## src/mmu_pkg.sv

```systemverilog
`default_nettype none

package mmu_pkg;

    localparam int tlb_entries = 16;
    localparam int tlb_index_w = $clog2(tlb_entries);
    localparam int mmu_latency = 3;

    typedef enum logic [3:0] {
        op_set_entryhi  = 4'd0,
        op_set_entrylo0 = 4'd1,
        op_set_entrylo1 = 4'd2,
        op_set_index    = 4'd3,
        op_tlbwi        = 4'd4,
        op_tlbr         = 4'd5,
        op_tlbp         = 4'd6,
        op_load         = 4'd7,
        op_store        = 4'd8
    } mmu_op_e;

    typedef enum logic [1:0] {
        exc_none     = 2'd0,
        exc_refill   = 2'd1,
        exc_invalid  = 2'd2,
        exc_modified = 2'd3
    } mmu_exc_e;

    // 78 bits, vpn2 in the top bits
    typedef struct packed {
        logic [18:0] vpn2;
        logic [7:0]  asid;
        logic        g;
        logic [19:0] pfn0;
        logic [2:0]  c0;
        logic        d0;
        logic        v0;
        logic [19:0] pfn1;
        logic [2:0]  c1;
        logic        d1;
        logic        v1;
    } tlb_entry_t;

    typedef struct packed {
        mmu_op_e     op;
        logic [31:0] vaddr;
        logic [31:0] wdata;
    } mmu_req_t;

    // set ops carry the written value in vpn2, odd and offset
    typedef struct packed {
        mmu_op_e                op;
        logic [11:0]            offset;
        logic [18:0]            vpn2;
        logic                   odd;
        logic [7:0]             asid;
        logic [tlb_index_w-1:0] index;
        tlb_entry_t             w_entry;
    } tlb_lookup_t;

    typedef struct packed {
        mmu_op_e                op;
        logic [11:0]            offset;
        logic [18:0]            vpn2;
        logic                   odd;
        logic                   found;
        logic [tlb_index_w-1:0] hit_index;
        logic [19:0]            pfn;
        logic                   d;
        logic                   v;
        tlb_entry_t             r_entry;
    } tlb_hit_t;

    typedef struct packed {
        logic                   valid;
        mmu_op_e                op;
        logic                   probe_miss;
        logic [tlb_index_w-1:0] probe_index;
        tlb_entry_t             r_entry;
    } cp0_update_t;

    typedef struct packed {
        mmu_op_e     op;
        mmu_exc_e    exc;
        logic [31:0] data;
    } mmu_resp_t;

endpackage

`default_nettype wire

```

## src/mmu_decode.sv

```systemverilog
`timescale 1ns/100ps
`default_nettype none

module mmu_decode
    import mmu_pkg::*;
(
    input  wire logic        clk,
    input  wire logic        reset,
    input  wire logic        req_valid,
    input  wire mmu_req_t    req,
    input  wire cp0_update_t cp0_update,
    output logic             lookup_valid,
    output tlb_lookup_t      lookup
);

    logic [31:0] entryhi;
    logic [31:0] entrylo0;
    logic [31:0] entrylo1;
    logic [31:0] index_reg;

    tlb_lookup_t lookup_next;
    tlb_entry_t  w_entry;
    logic [31:0] addr;

    // entrylo layout: pfn 25:6, c 5:3, d 2, v 1, g 0
    always_comb begin
        w_entry.vpn2 = entryhi[31:13];
        w_entry.asid = entryhi[7:0];
        w_entry.g    = entrylo0[0] & entrylo1[0];
        w_entry.pfn0 = entrylo0[25:6];
        w_entry.c0   = entrylo0[5:3];
        w_entry.d0   = entrylo0[2];
        w_entry.v0   = entrylo0[1];
        w_entry.pfn1 = entrylo1[25:6];
        w_entry.c1   = entrylo1[5:3];
        w_entry.d1   = entrylo1[2];
        w_entry.v1   = entrylo1[1];
    end

    always_comb begin
        if (req.op inside {op_set_entryhi, op_set_entrylo0, op_set_entrylo1, op_set_index}) begin
            addr = req.wdata;
        end else begin
            addr = req.vaddr;
        end
        lookup_next.op      = req.op;
        lookup_next.offset  = addr[11:0];
        lookup_next.vpn2    = addr[31:13];
        lookup_next.odd     = addr[12];
        lookup_next.asid    = entryhi[7:0];
        lookup_next.index   = index_reg[tlb_index_w-1:0];
        lookup_next.w_entry = w_entry;
        // probe searches for the page in entryhi
        if (req.op == op_tlbp) begin
            lookup_next.vpn2 = entryhi[31:13];
            lookup_next.odd  = 1'b0;
        end
    end

    always_ff @(posedge clk) begin
        if (reset) begin
            lookup_valid <= 1'b0;
            entryhi      <= '0;
            entrylo0     <= '0;
            entrylo1     <= '0;
            index_reg    <= '0;
        end else begin
            lookup_valid <= req_valid;
            if (cp0_update.valid && cp0_update.op == op_tlbp) begin
                index_reg <= {cp0_update.probe_miss, {(31 - tlb_index_w){1'b0}},
                              cp0_update.probe_index};
            end
            if (cp0_update.valid && cp0_update.op == op_tlbr) begin
                entryhi  <= {cp0_update.r_entry.vpn2, 5'b0, cp0_update.r_entry.asid};
                entrylo0 <= {6'b0, cp0_update.r_entry.pfn0, cp0_update.r_entry.c0,
                             cp0_update.r_entry.d0, cp0_update.r_entry.v0,
                             cp0_update.r_entry.g};
                entrylo1 <= {6'b0, cp0_update.r_entry.pfn1, cp0_update.r_entry.c1,
                             cp0_update.r_entry.d1, cp0_update.r_entry.v1,
                             cp0_update.r_entry.g};
            end
            // a register write in the same cycle wins
            if (req_valid) begin
                case (req.op)
                    op_set_entryhi:  entryhi  <= {req.wdata[31:13], 5'b0, req.wdata[7:0]};
                    op_set_entrylo0: entrylo0 <= {6'b0, req.wdata[25:0]};
                    op_set_entrylo1: entrylo1 <= {6'b0, req.wdata[25:0]};
                    op_set_index: begin
                        index_reg <= {{(32 - tlb_index_w){1'b0}},
                                      req.wdata[tlb_index_w-1:0]};
                    end
                    default: ;
                endcase
            end
        end
    end

    always_ff @(posedge clk) begin
        lookup <= lookup_next;
    end

endmodule

`default_nettype wire

```

## src/mmu_result.sv

```systemverilog
`timescale 1ns/100ps
`default_nettype none

module mmu_result
    import mmu_pkg::*;
(
    input  wire logic     clk,
    input  wire logic     reset,
    input  wire logic     hit_valid,
    input  wire tlb_hit_t hit,
    output logic          resp_valid,
    output mmu_resp_t     resp,
    output cp0_update_t   cp0_update
);

    mmu_resp_t   resp_next;
    cp0_update_t cp0_next;

    always_comb begin
        resp_next.op   = hit.op;
        resp_next.exc  = exc_none;
        resp_next.data = '0;
        case (hit.op)
            op_set_entryhi, op_set_entrylo0, op_set_entrylo1, op_set_index: begin
                resp_next.data = {hit.vpn2, hit.odd, hit.offset};
            end
            op_load, op_store: begin
                if (!hit.found) begin
                    resp_next.exc = exc_refill;
                end else if (!hit.v) begin
                    resp_next.exc = exc_invalid;
                end else if (hit.op == op_store && !hit.d) begin
                    resp_next.exc = exc_modified;
                end
                if (resp_next.exc == exc_none) begin
                    resp_next.data = {hit.pfn, hit.offset};
                end else begin
                    // faulting page, offset cleared
                    resp_next.data = {hit.vpn2, hit.odd, 12'h000};
                end
            end
            op_tlbp: begin
                resp_next.data = {~hit.found, {(31 - tlb_index_w){1'b0}}, hit.hit_index};
            end
            op_tlbr: begin
                resp_next.data = {hit.r_entry.vpn2, 5'b0, hit.r_entry.asid};
            end
            default: ;
        endcase
    end

    always_comb begin
        cp0_next.valid       = hit_valid && (hit.op == op_tlbp || hit.op == op_tlbr);
        cp0_next.op          = hit.op;
        cp0_next.probe_miss  = ~hit.found;
        cp0_next.probe_index = hit.hit_index;
        cp0_next.r_entry     = hit.r_entry;
    end

    always_ff @(posedge clk) begin
        if (reset) begin
            resp_valid       <= 1'b0;
            cp0_update.valid <= 1'b0;
        end else begin
            resp_valid       <= hit_valid;
            cp0_update.valid <= cp0_next.valid;
        end
    end

    always_ff @(posedge clk) begin
        resp                   <= resp_next;
        cp0_update.op          <= cp0_next.op;
        cp0_update.probe_miss  <= cp0_next.probe_miss;
        cp0_update.probe_index <= cp0_next.probe_index;
        cp0_update.r_entry     <= cp0_next.r_entry;
    end

endmodule

`default_nettype wire

```

## src/mmu_top.sv

```systemverilog
`timescale 1ns/100ps
`default_nettype none

module mmu_top
    import mmu_pkg::*;
(
    input  wire logic     clk,
    input  wire logic     reset,
    input  wire logic     req_valid,
    input  wire mmu_req_t req,
    output logic          resp_valid,
    output mmu_resp_t     resp
);

    logic        lookup_valid;
    tlb_lookup_t lookup;
    logic        hit_valid;
    tlb_hit_t    hit;
    cp0_update_t cp0_update;

    mmu_decode u_decode (
        .clk          (clk),
        .reset        (reset),
        .req_valid    (req_valid),
        .req          (req),
        .cp0_update   (cp0_update),
        .lookup_valid (lookup_valid),
        .lookup       (lookup)
    );

    tlb_array u_tlb (
        .clk          (clk),
        .reset        (reset),
        .lookup_valid (lookup_valid),
        .lookup       (lookup),
        .hit_valid    (hit_valid),
        .hit          (hit)
    );

    // tlbp and tlbr results loop back to the cp0 registers
    mmu_result u_result (
        .clk        (clk),
        .reset      (reset),
        .hit_valid  (hit_valid),
        .hit        (hit),
        .resp_valid (resp_valid),
        .resp       (resp),
        .cp0_update (cp0_update)
    );

endmodule

`default_nettype wire

```

## src/tlb_array.sv

```systemverilog
`timescale 1ns/100ps
`default_nettype none

module tlb_array
    import mmu_pkg::*;
(
    input  wire logic        clk,
    input  wire logic        reset,
    input  wire logic        lookup_valid,
    input  wire tlb_lookup_t lookup,
    output logic             hit_valid,
    output tlb_hit_t         hit
);

    tlb_entry_t mem [tlb_entries];
    logic [tlb_entries-1:0] used;

    logic                   found;
    logic [tlb_index_w-1:0] match_index;
    tlb_entry_t             sel;
    tlb_hit_t               hit_next;
    logic                   do_write;

    assign do_write = lookup_valid && lookup.op == op_tlbwi;

    // associative search, highest matching slot wins
    always_comb begin
        found       = 1'b0;
        match_index = '0;
        for (int i = 0; i < tlb_entries; i++) begin
            if (used[i] && mem[i].vpn2 == lookup.vpn2 &&
                (mem[i].g || mem[i].asid == lookup.asid)) begin
                found       = 1'b1;
                match_index = tlb_index_w'(i);
            end
        end
    end

    assign sel = mem[match_index];

    always_comb begin
        hit_next.op        = lookup.op;
        hit_next.offset    = lookup.offset;
        hit_next.vpn2      = lookup.vpn2;
        hit_next.odd       = lookup.odd;
        hit_next.found     = found;
        hit_next.hit_index = match_index;
        // even/odd page of the pair
        if (lookup.odd) begin
            hit_next.pfn = sel.pfn1;
            hit_next.d   = sel.d1;
            hit_next.v   = sel.v1;
        end else begin
            hit_next.pfn = sel.pfn0;
            hit_next.d   = sel.d0;
            hit_next.v   = sel.v0;
        end
        hit_next.r_entry = mem[lookup.index];
    end

    always_ff @(posedge clk) begin
        if (reset) begin
            hit_valid <= 1'b0;
            used      <= '0;
        end else begin
            hit_valid <= lookup_valid;
            if (do_write) begin
                used[lookup.index] <= 1'b1;
            end
        end
    end

    always_ff @(posedge clk) begin
        if (do_write) begin
            mem[lookup.index] <= lookup.w_entry;
        end
    end

    // tlbr in the same cycle as a tlbwi sees the old entry
    always_ff @(posedge clk) begin
        hit <= hit_next;
    end

endmodule

`default_nettype wire
```

## config.mk

```make
export PLATFORM = sky130hd
export DESIGN_NAME = mmu_top
export DESIGN_NICKNAME = d
export VERILOG_FILES = /design/src/mmu_pkg.sv /design/src/mmu_decode.sv /design/src/mmu_result.sv /design/src/mmu_top.sv /design/src/tlb_array.sv
export SDC_FILE = /design/constraint.sdc
export NUM_CORES = 2
export LEC_CHECK = 0
export BUFFER_PORTS_ARGS = -buffer_cell sky130_fd_sc_hd__buf_2
export CAP_MARGIN = 20
export CORE_ASPECT_RATIO = 1.1
export CORE_MARGIN = 1
export CORE_UTILIZATION = 30
export DETAILED_ROUTE_END_ITERATION = 12
export SYNTH_ARGS = -nofsm -noshare
export SYNTH_HDL_FRONTEND = slang
export SYNTH_SLANG_ARGS = --single-unit
```

## constraint.sdc

```tcl
create_clock -name clk -period 8.7 [get_ports clk]
set_input_delay 1.305 -clock clk [delete_from_list [all_inputs] [get_ports clk]]
set_output_delay 1.305 -clock clk [all_outputs]
set_load 0.02 [all_outputs]
```

After elaboration in Yosys (flattened, before gate mapping)
Memory sizes are Yosys's and may differ from the RTL's. A register that Yosys moved wholly into a read port is not among the register bits.
Index checks and enable logic that the tools add are counted.
Word-level totals
  logic and storage cells: 206
  bits of input ports: 71
  output and inout bits: 39
  bits in writable memories: 1248
  register bits after elaboration: 450
  memories: 1
Memory list
  u_tlb.mem: words 16, width 78, rd ports 18, clocked after Yosys merged registers in 1, wr ports 1, RTL line tlb_array.sv:15  | tlb_entry_t mem [tlb_entries];
Operators by class
  multiplexer cells: 41
  bitwise logic cells: 3
  reductions and logical operators: 63
  equal/unequal tests: 46
  magnitude comparators: 2
Operator list (number)
  $mux 32: 14
  $eq 19x19->1: 16
  $eq 8x8->1: 16
  $pmux 32 s4: 1
  $logic_and 1x1->1: 38
  $mux 4: 8
  $eq 4x3->1 const B: 7
  $mux 22: 1
  $mux 20: 1
  $logic_or 1x1->1: 17
  $eq 4x2->1 const B: 4
  $or 16x16->16: 1
  $reduce_or 15->1: 1
  $mux 2: 6
  $mux 3: 4
  $eq 4x1->1 const B: 2
  $logic_not 4->1: 2
  $lt 4x5->1 const B: 1
  $mux 1: 5
  $demux 1 s4: 1
  $eq 4x4->1 const B: 1
  $ge 4x1->1 const B: 1
  $reduce_bool 4->1: 1
  $reduce_or 4->1: 1
  other kinds (5): 5

Longest topological paths before layout
An unclocked memory read counts as a cell.
  depth after elaboration: 21
  mapped depth: 18

Hierarchy
A second synthesis with hierarchy kept.
Unflattened totals
  cells, all modules: 4724
  area total of the unflattened synthesis: 73584.3 um^2
By module, submodules not included
  tlb_array: instances 1, area an instance 63068.0 um^2, cells each 3750
  mmu_decode: instances 1, area an instance 7038.0 um^2, cells each 709
  mmu_result: instances 1, area an instance 3478.3 um^2, cells each 265

Least setup slack after synthesis
Ideal clock, no wire load.
  kind: flip-flop to flip-flop
  from: register u_decode.lookup[79] (netlist name)
  to: memory u_tlb.mem[3][0] (netlist name) (enable)
  stages on the path, launching flop included: 7
  data required time: 8.107 ns
  slack: 1.355 ns
  setup time: 0.593 ns
  path buffers: 4
  data arrival time: 6.752 ns
  path through: dfxtp_1 -> clkbuf_1 -> buf_1 -> buf_1 -> buf_1 -> nand3_1 -> nor3_1
RTL lines (RTL line)
  to (decl): tlb_array.sv:15
No word-level cell before the write port.

==> results.sh <==
export IMPL_grt_total_usage_pct=20.0
export IMPL_die_h_um=500
export IMPL_cts_hold_buf=0
export IMPL_clk_latency_ps=820
export IMPL_ir_drop_v=0.000172
export IMPL_grt_pass1_vias=41700
export IMPL_start_util_pct=30.2
export IMPL_cp_arrival_ps=7250
export IMPL_grt_first_pass_wirelength_um=322000
export IMPL_num_rows=182
export IMPL_finalMaxSlewViolations=0
export IMPL_endpoint="u_tlb.hit[98]"
export IMPL_final_cells=7507
export IMPL_drc_errors=0
export IMPL_syn_inst=4300
export IMPL_htreeDepth=4
export IMPL_startpoint_type="flop"
export IMPL_async_reset_ff_share_pct=0
export IMPL_routed_wl_um=233000
export IMPL_tightest_slew_ps=1200
export IMPL_cts_buffers=173
export IMPL_final_util_pct=34.7
export IMPL_drive_gt1_share_pct=21.9
export IMPL_vias_per_cell=5.60
export IMPL_finalClockSkew_ps=63.1
export IMPL_dp_hpwl_um=149000
export IMPL_numClockSinks=1610
export IMPL_reg2reg_from="u_decode.lookup[97]"
export IMPL_power_density_nw_per_um2=212
export IMPL_largest_register_ffs=1152
export IMPL_regMostFlops="u_tlb.mem"
export IMPL_final_antenna_net_count=0
export IMPL_worstSetupPathType="flop to flop"
export IMPL_fmax_ghz=0.153
export IMPL_ioPinCount=110
export IMPL_synth_cell_type_count=79
export IMPL_drtPass1Iterations=6
export IMPL_status="complete, no violations"
export IMPL_grt_start_max_net_pins=114
export IMPL_finalHoldViolations=0
export IMPL_yosysWarnings=0
export IMPL_fp_dieArea_um2=228000
export IMPL_synth_edf_count=1152
export IMPL_gp_congestion=0.947
export IMPL_relSlewSlack_pct=20.1
export IMPL_clk_pin_slew_ps=60
export IMPL_maxCapViolCount=0
export IMPL_r2r_slack_ps=2160
export IMPL_wire_per_inst_um=31.0
export IMPL_worstHoldPathType="flop to flop"
export IMPL_ys_seq_area_share_pct=64.6
export IMPL_fin_tns_setup_ps=0
export IMPL_num_nets_final=4477
export IMPL_drt_iter0_markers=5100
export IMPL_synth_flop_cell="edfxtp_1"
export IMPL_place_inst=7174
export IMPL_rr_worst_depth=13
export IMPL_area_growth_pct=14.7
export IMPL_cts_resized=0
export IMPL_final_period_utilization_pct=75.2
export IMPL_cp_startpoint="u_decode.lookup[97]"
export IMPL_die_x_um=455
export IMPL_synth_seq_cells=1610
export IMPL_ctsLongestPathBuffers=3
export IMPL_cts_tree="built"
export IMPL_path_max_fanout=31
export IMPL_grt_overflow_total=0
export IMPL_leakage_uw=0.0253
export IMPL_worstSetupEndpointType="flop"
export IMPL_rsz0062_at_grt="no"
export IMPL_coreArea_um2=224000
export IMPL_r2r_end="u_tlb.hit[98]"
export IMPL_setup_viol=0
export IMPL_syn_nets=4371
export IMPL_syn_area_um2=67700
export IMPL_antenna_found_initial=27
export IMPL_place_port_buffers=109
export IMPL_via_count=42100
export IMPL_crit_required_ps=9400
export IMPL_avgSynthCellArea_um2=15.8
export IMPL_cts_root_buf="clkbuf_16"
export IMPL_min_period_ps=6540
export IMPL_cts_setup_buffers=0
export IMPL_top_regs="u_tlb.mem (1152), u_tlb.hit (135), u_decode.lookup (112)"
-- metal layers --
metal	routed length [µm]	track usage, %	up-vias
met2	114000	33.5	2164
met3	17700	3.60	498
met5	7	0	-
li1	-	-	17400
met4	11700	9.27	2
met1	89400	24.8	22000
-- worst min path at each step --
| stage | startpoint | endpoint | slack, ps | cells after the start |
|---|---|---|---|---|
| finish | u_tlb.hit[39] | u_result.cp0_update[39] | 310 | 0 |
| CTS | u_tlb.hit[39] | u_result.cp0_update[39] | 310 | 0 |
| floorplan | u_tlb.hit[0] | u_result.cp0_update[0] | 310 | 0 |
| global route | u_tlb.hit[39] | u_result.cp0_update[39] | 320 | 0 |
| detailed placement | u_tlb.hit[25] | u_result.cp0_update[25] | 310 | 0 |
| global placement | u_tlb.hit[5] | u_result.cp0_update[5] | 310 | 0 |
-- power breakdown --
group | leakage, µW | internal, µW | switching, µW
logic | 0.00795 | 224 | 425
registers | 0.0145 | 8250 | 124
clock network | 0.00286 | 4320 | 3150
-- critical path, cell delays in order (launching register included) --
cell	delay, ps
dfxtp_1	1050
xor2_1	220
or4_1	540
or3_1	400
or3_1	420
o211ai_1	220
a21oi_1	260
o21a_4	440
inv_2	630
nand3_2	990
buf_4	540
o221ai_1	220
o211ai_1	120
a32o_1	260
-- metrics by stage --
step	instance area, µm²	hold slack (ps)	power [µW]	setup WS (ps)
final	77700	313	16500	2160
after detailed placement	71800	312	9180	2290
after global placement	71800	310	9180	2360
after CTS	77700	313	16600	2270
after global routing	77700	322	16900	2070
after floorplan	67700	310	8850	1360
-- cell usage after synthesis, types with 9 or more instances --
master / number / area share, %
buf_6: 15 / 0.25
a211oi_1: 78 / 0.86
mux2_2: 50 / 0.83
or2_2: 23 / 0.21
o41ai_1: 14 / 0.18
o311a_1: 11 / 0.16
and2_1: 9 / 0.083
mux4_2: 360 / 12
nor4b_1: 14 / 0.18
xnor2_1: 106 / 1.4
inv_1: 28 / 0.16
o22ai_1: 75 / 0.69
nand4_1: 51 / 0.47
mux2i_1: 181 / 2.7
nor2b_1: 9 / 0.083
nand2_1: 64 / 0.35
nor3_1: 37 / 0.27
a221oi_1: 28 / 0.36
nor4_1: 120 / 1.1
a21oi_1: 90 / 0.66
o211ai_1: 27 / 0.30
o32ai_1: 36 / 0.47
nand4b_1: 15 / 0.19
nand3_1: 38 / 0.28
xor2_1: 326 / 4.2
o31ai_1: 27 / 0.30
o21ai_0: 122 / 0.90
o221ai_1: 20 / 0.26
nor2_1: 247 / 1.4
edfxtp_1: 1152 / 51
a221o_1: 13 / 0.19
a211o_1: 9 / 0.12
buf_4: 26 / 0.29
a222oi_1: 23 / 0.34
dfxtp_1: 458 / 14
clkbuf_1: 158 / 0.88
buf_2: 68 / 0.50
or4_1: 21 / 0.23
buf_1: 31 / 0.17
o21a_1: 9 / 0.10
-- area by class of cell --
cell class                      instances  area [µm²]
Antenna cell                            8        20.0
Clock buffer                          253        5110
Clock inverter                         71         751
Fill cell                           21200      146000
Inverter                               30         113
Multi-Input combinational cell       2362       22700
Sequential cell                      1610       43800
Tap cell                             2944        3680
Timing Repair Buffer                  229        1550
-- placed cells by master, fill, tap and decap left out, drive strengths merged, types with 13 or more instances in the layout --
| cell | synthesis | final |
|---|---|---|
| a211oi | 79 | 79 |
| a21oi | 91 | 91 |
| a221o | 13 | 13 |
| a221oi | 28 | 28 |
| a222oi | 23 | 23 |
| buf | 140 | 229 |
| clkbuf | 158 | 253 |
| clkinv | 0 | 48 |
| dfxtp | 458 | 458 |
| edfxtp | 1152 | 1152 |
| inv | 30 | 39 |
| mux2 | 51 | 51 |
| mux2i | 181 | 181 |
| mux4 | 360 | 360 |
| nand2 | 64 | 64 |
| nand3 | 38 | 38 |
| nand4 | 51 | 51 |
| nand4b | 15 | 15 |
| nor2 | 247 | 247 |
| nor3 | 37 | 37 |
| nor4 | 120 | 120 |
| nor4b | 14 | 14 |
| o211ai | 27 | 27 |
| o21ai | 130 | 130 |
| o221ai | 20 | 20 |
| o22ai | 75 | 75 |
| o31ai | 27 | 27 |
| o32ai | 36 | 36 |
| o41ai | 14 | 14 |
| or2 | 24 | 24 |
| or4 | 21 | 21 |
| xnor2 | 106 | 106 |
| xor2 | 326 | 326 |
-- logic make-up after synthesis --
logic type | share of synthesized area (%)
xor gates and xnor gates | 5.59
muxes | 15.5
buffers and inverters | 2.25
AOI/OAI and AO/OA | 6.86
and+or+nand+nor | 5.22
DFF | 64.6
Note: power is estimated with default switching activity, not from simulation.
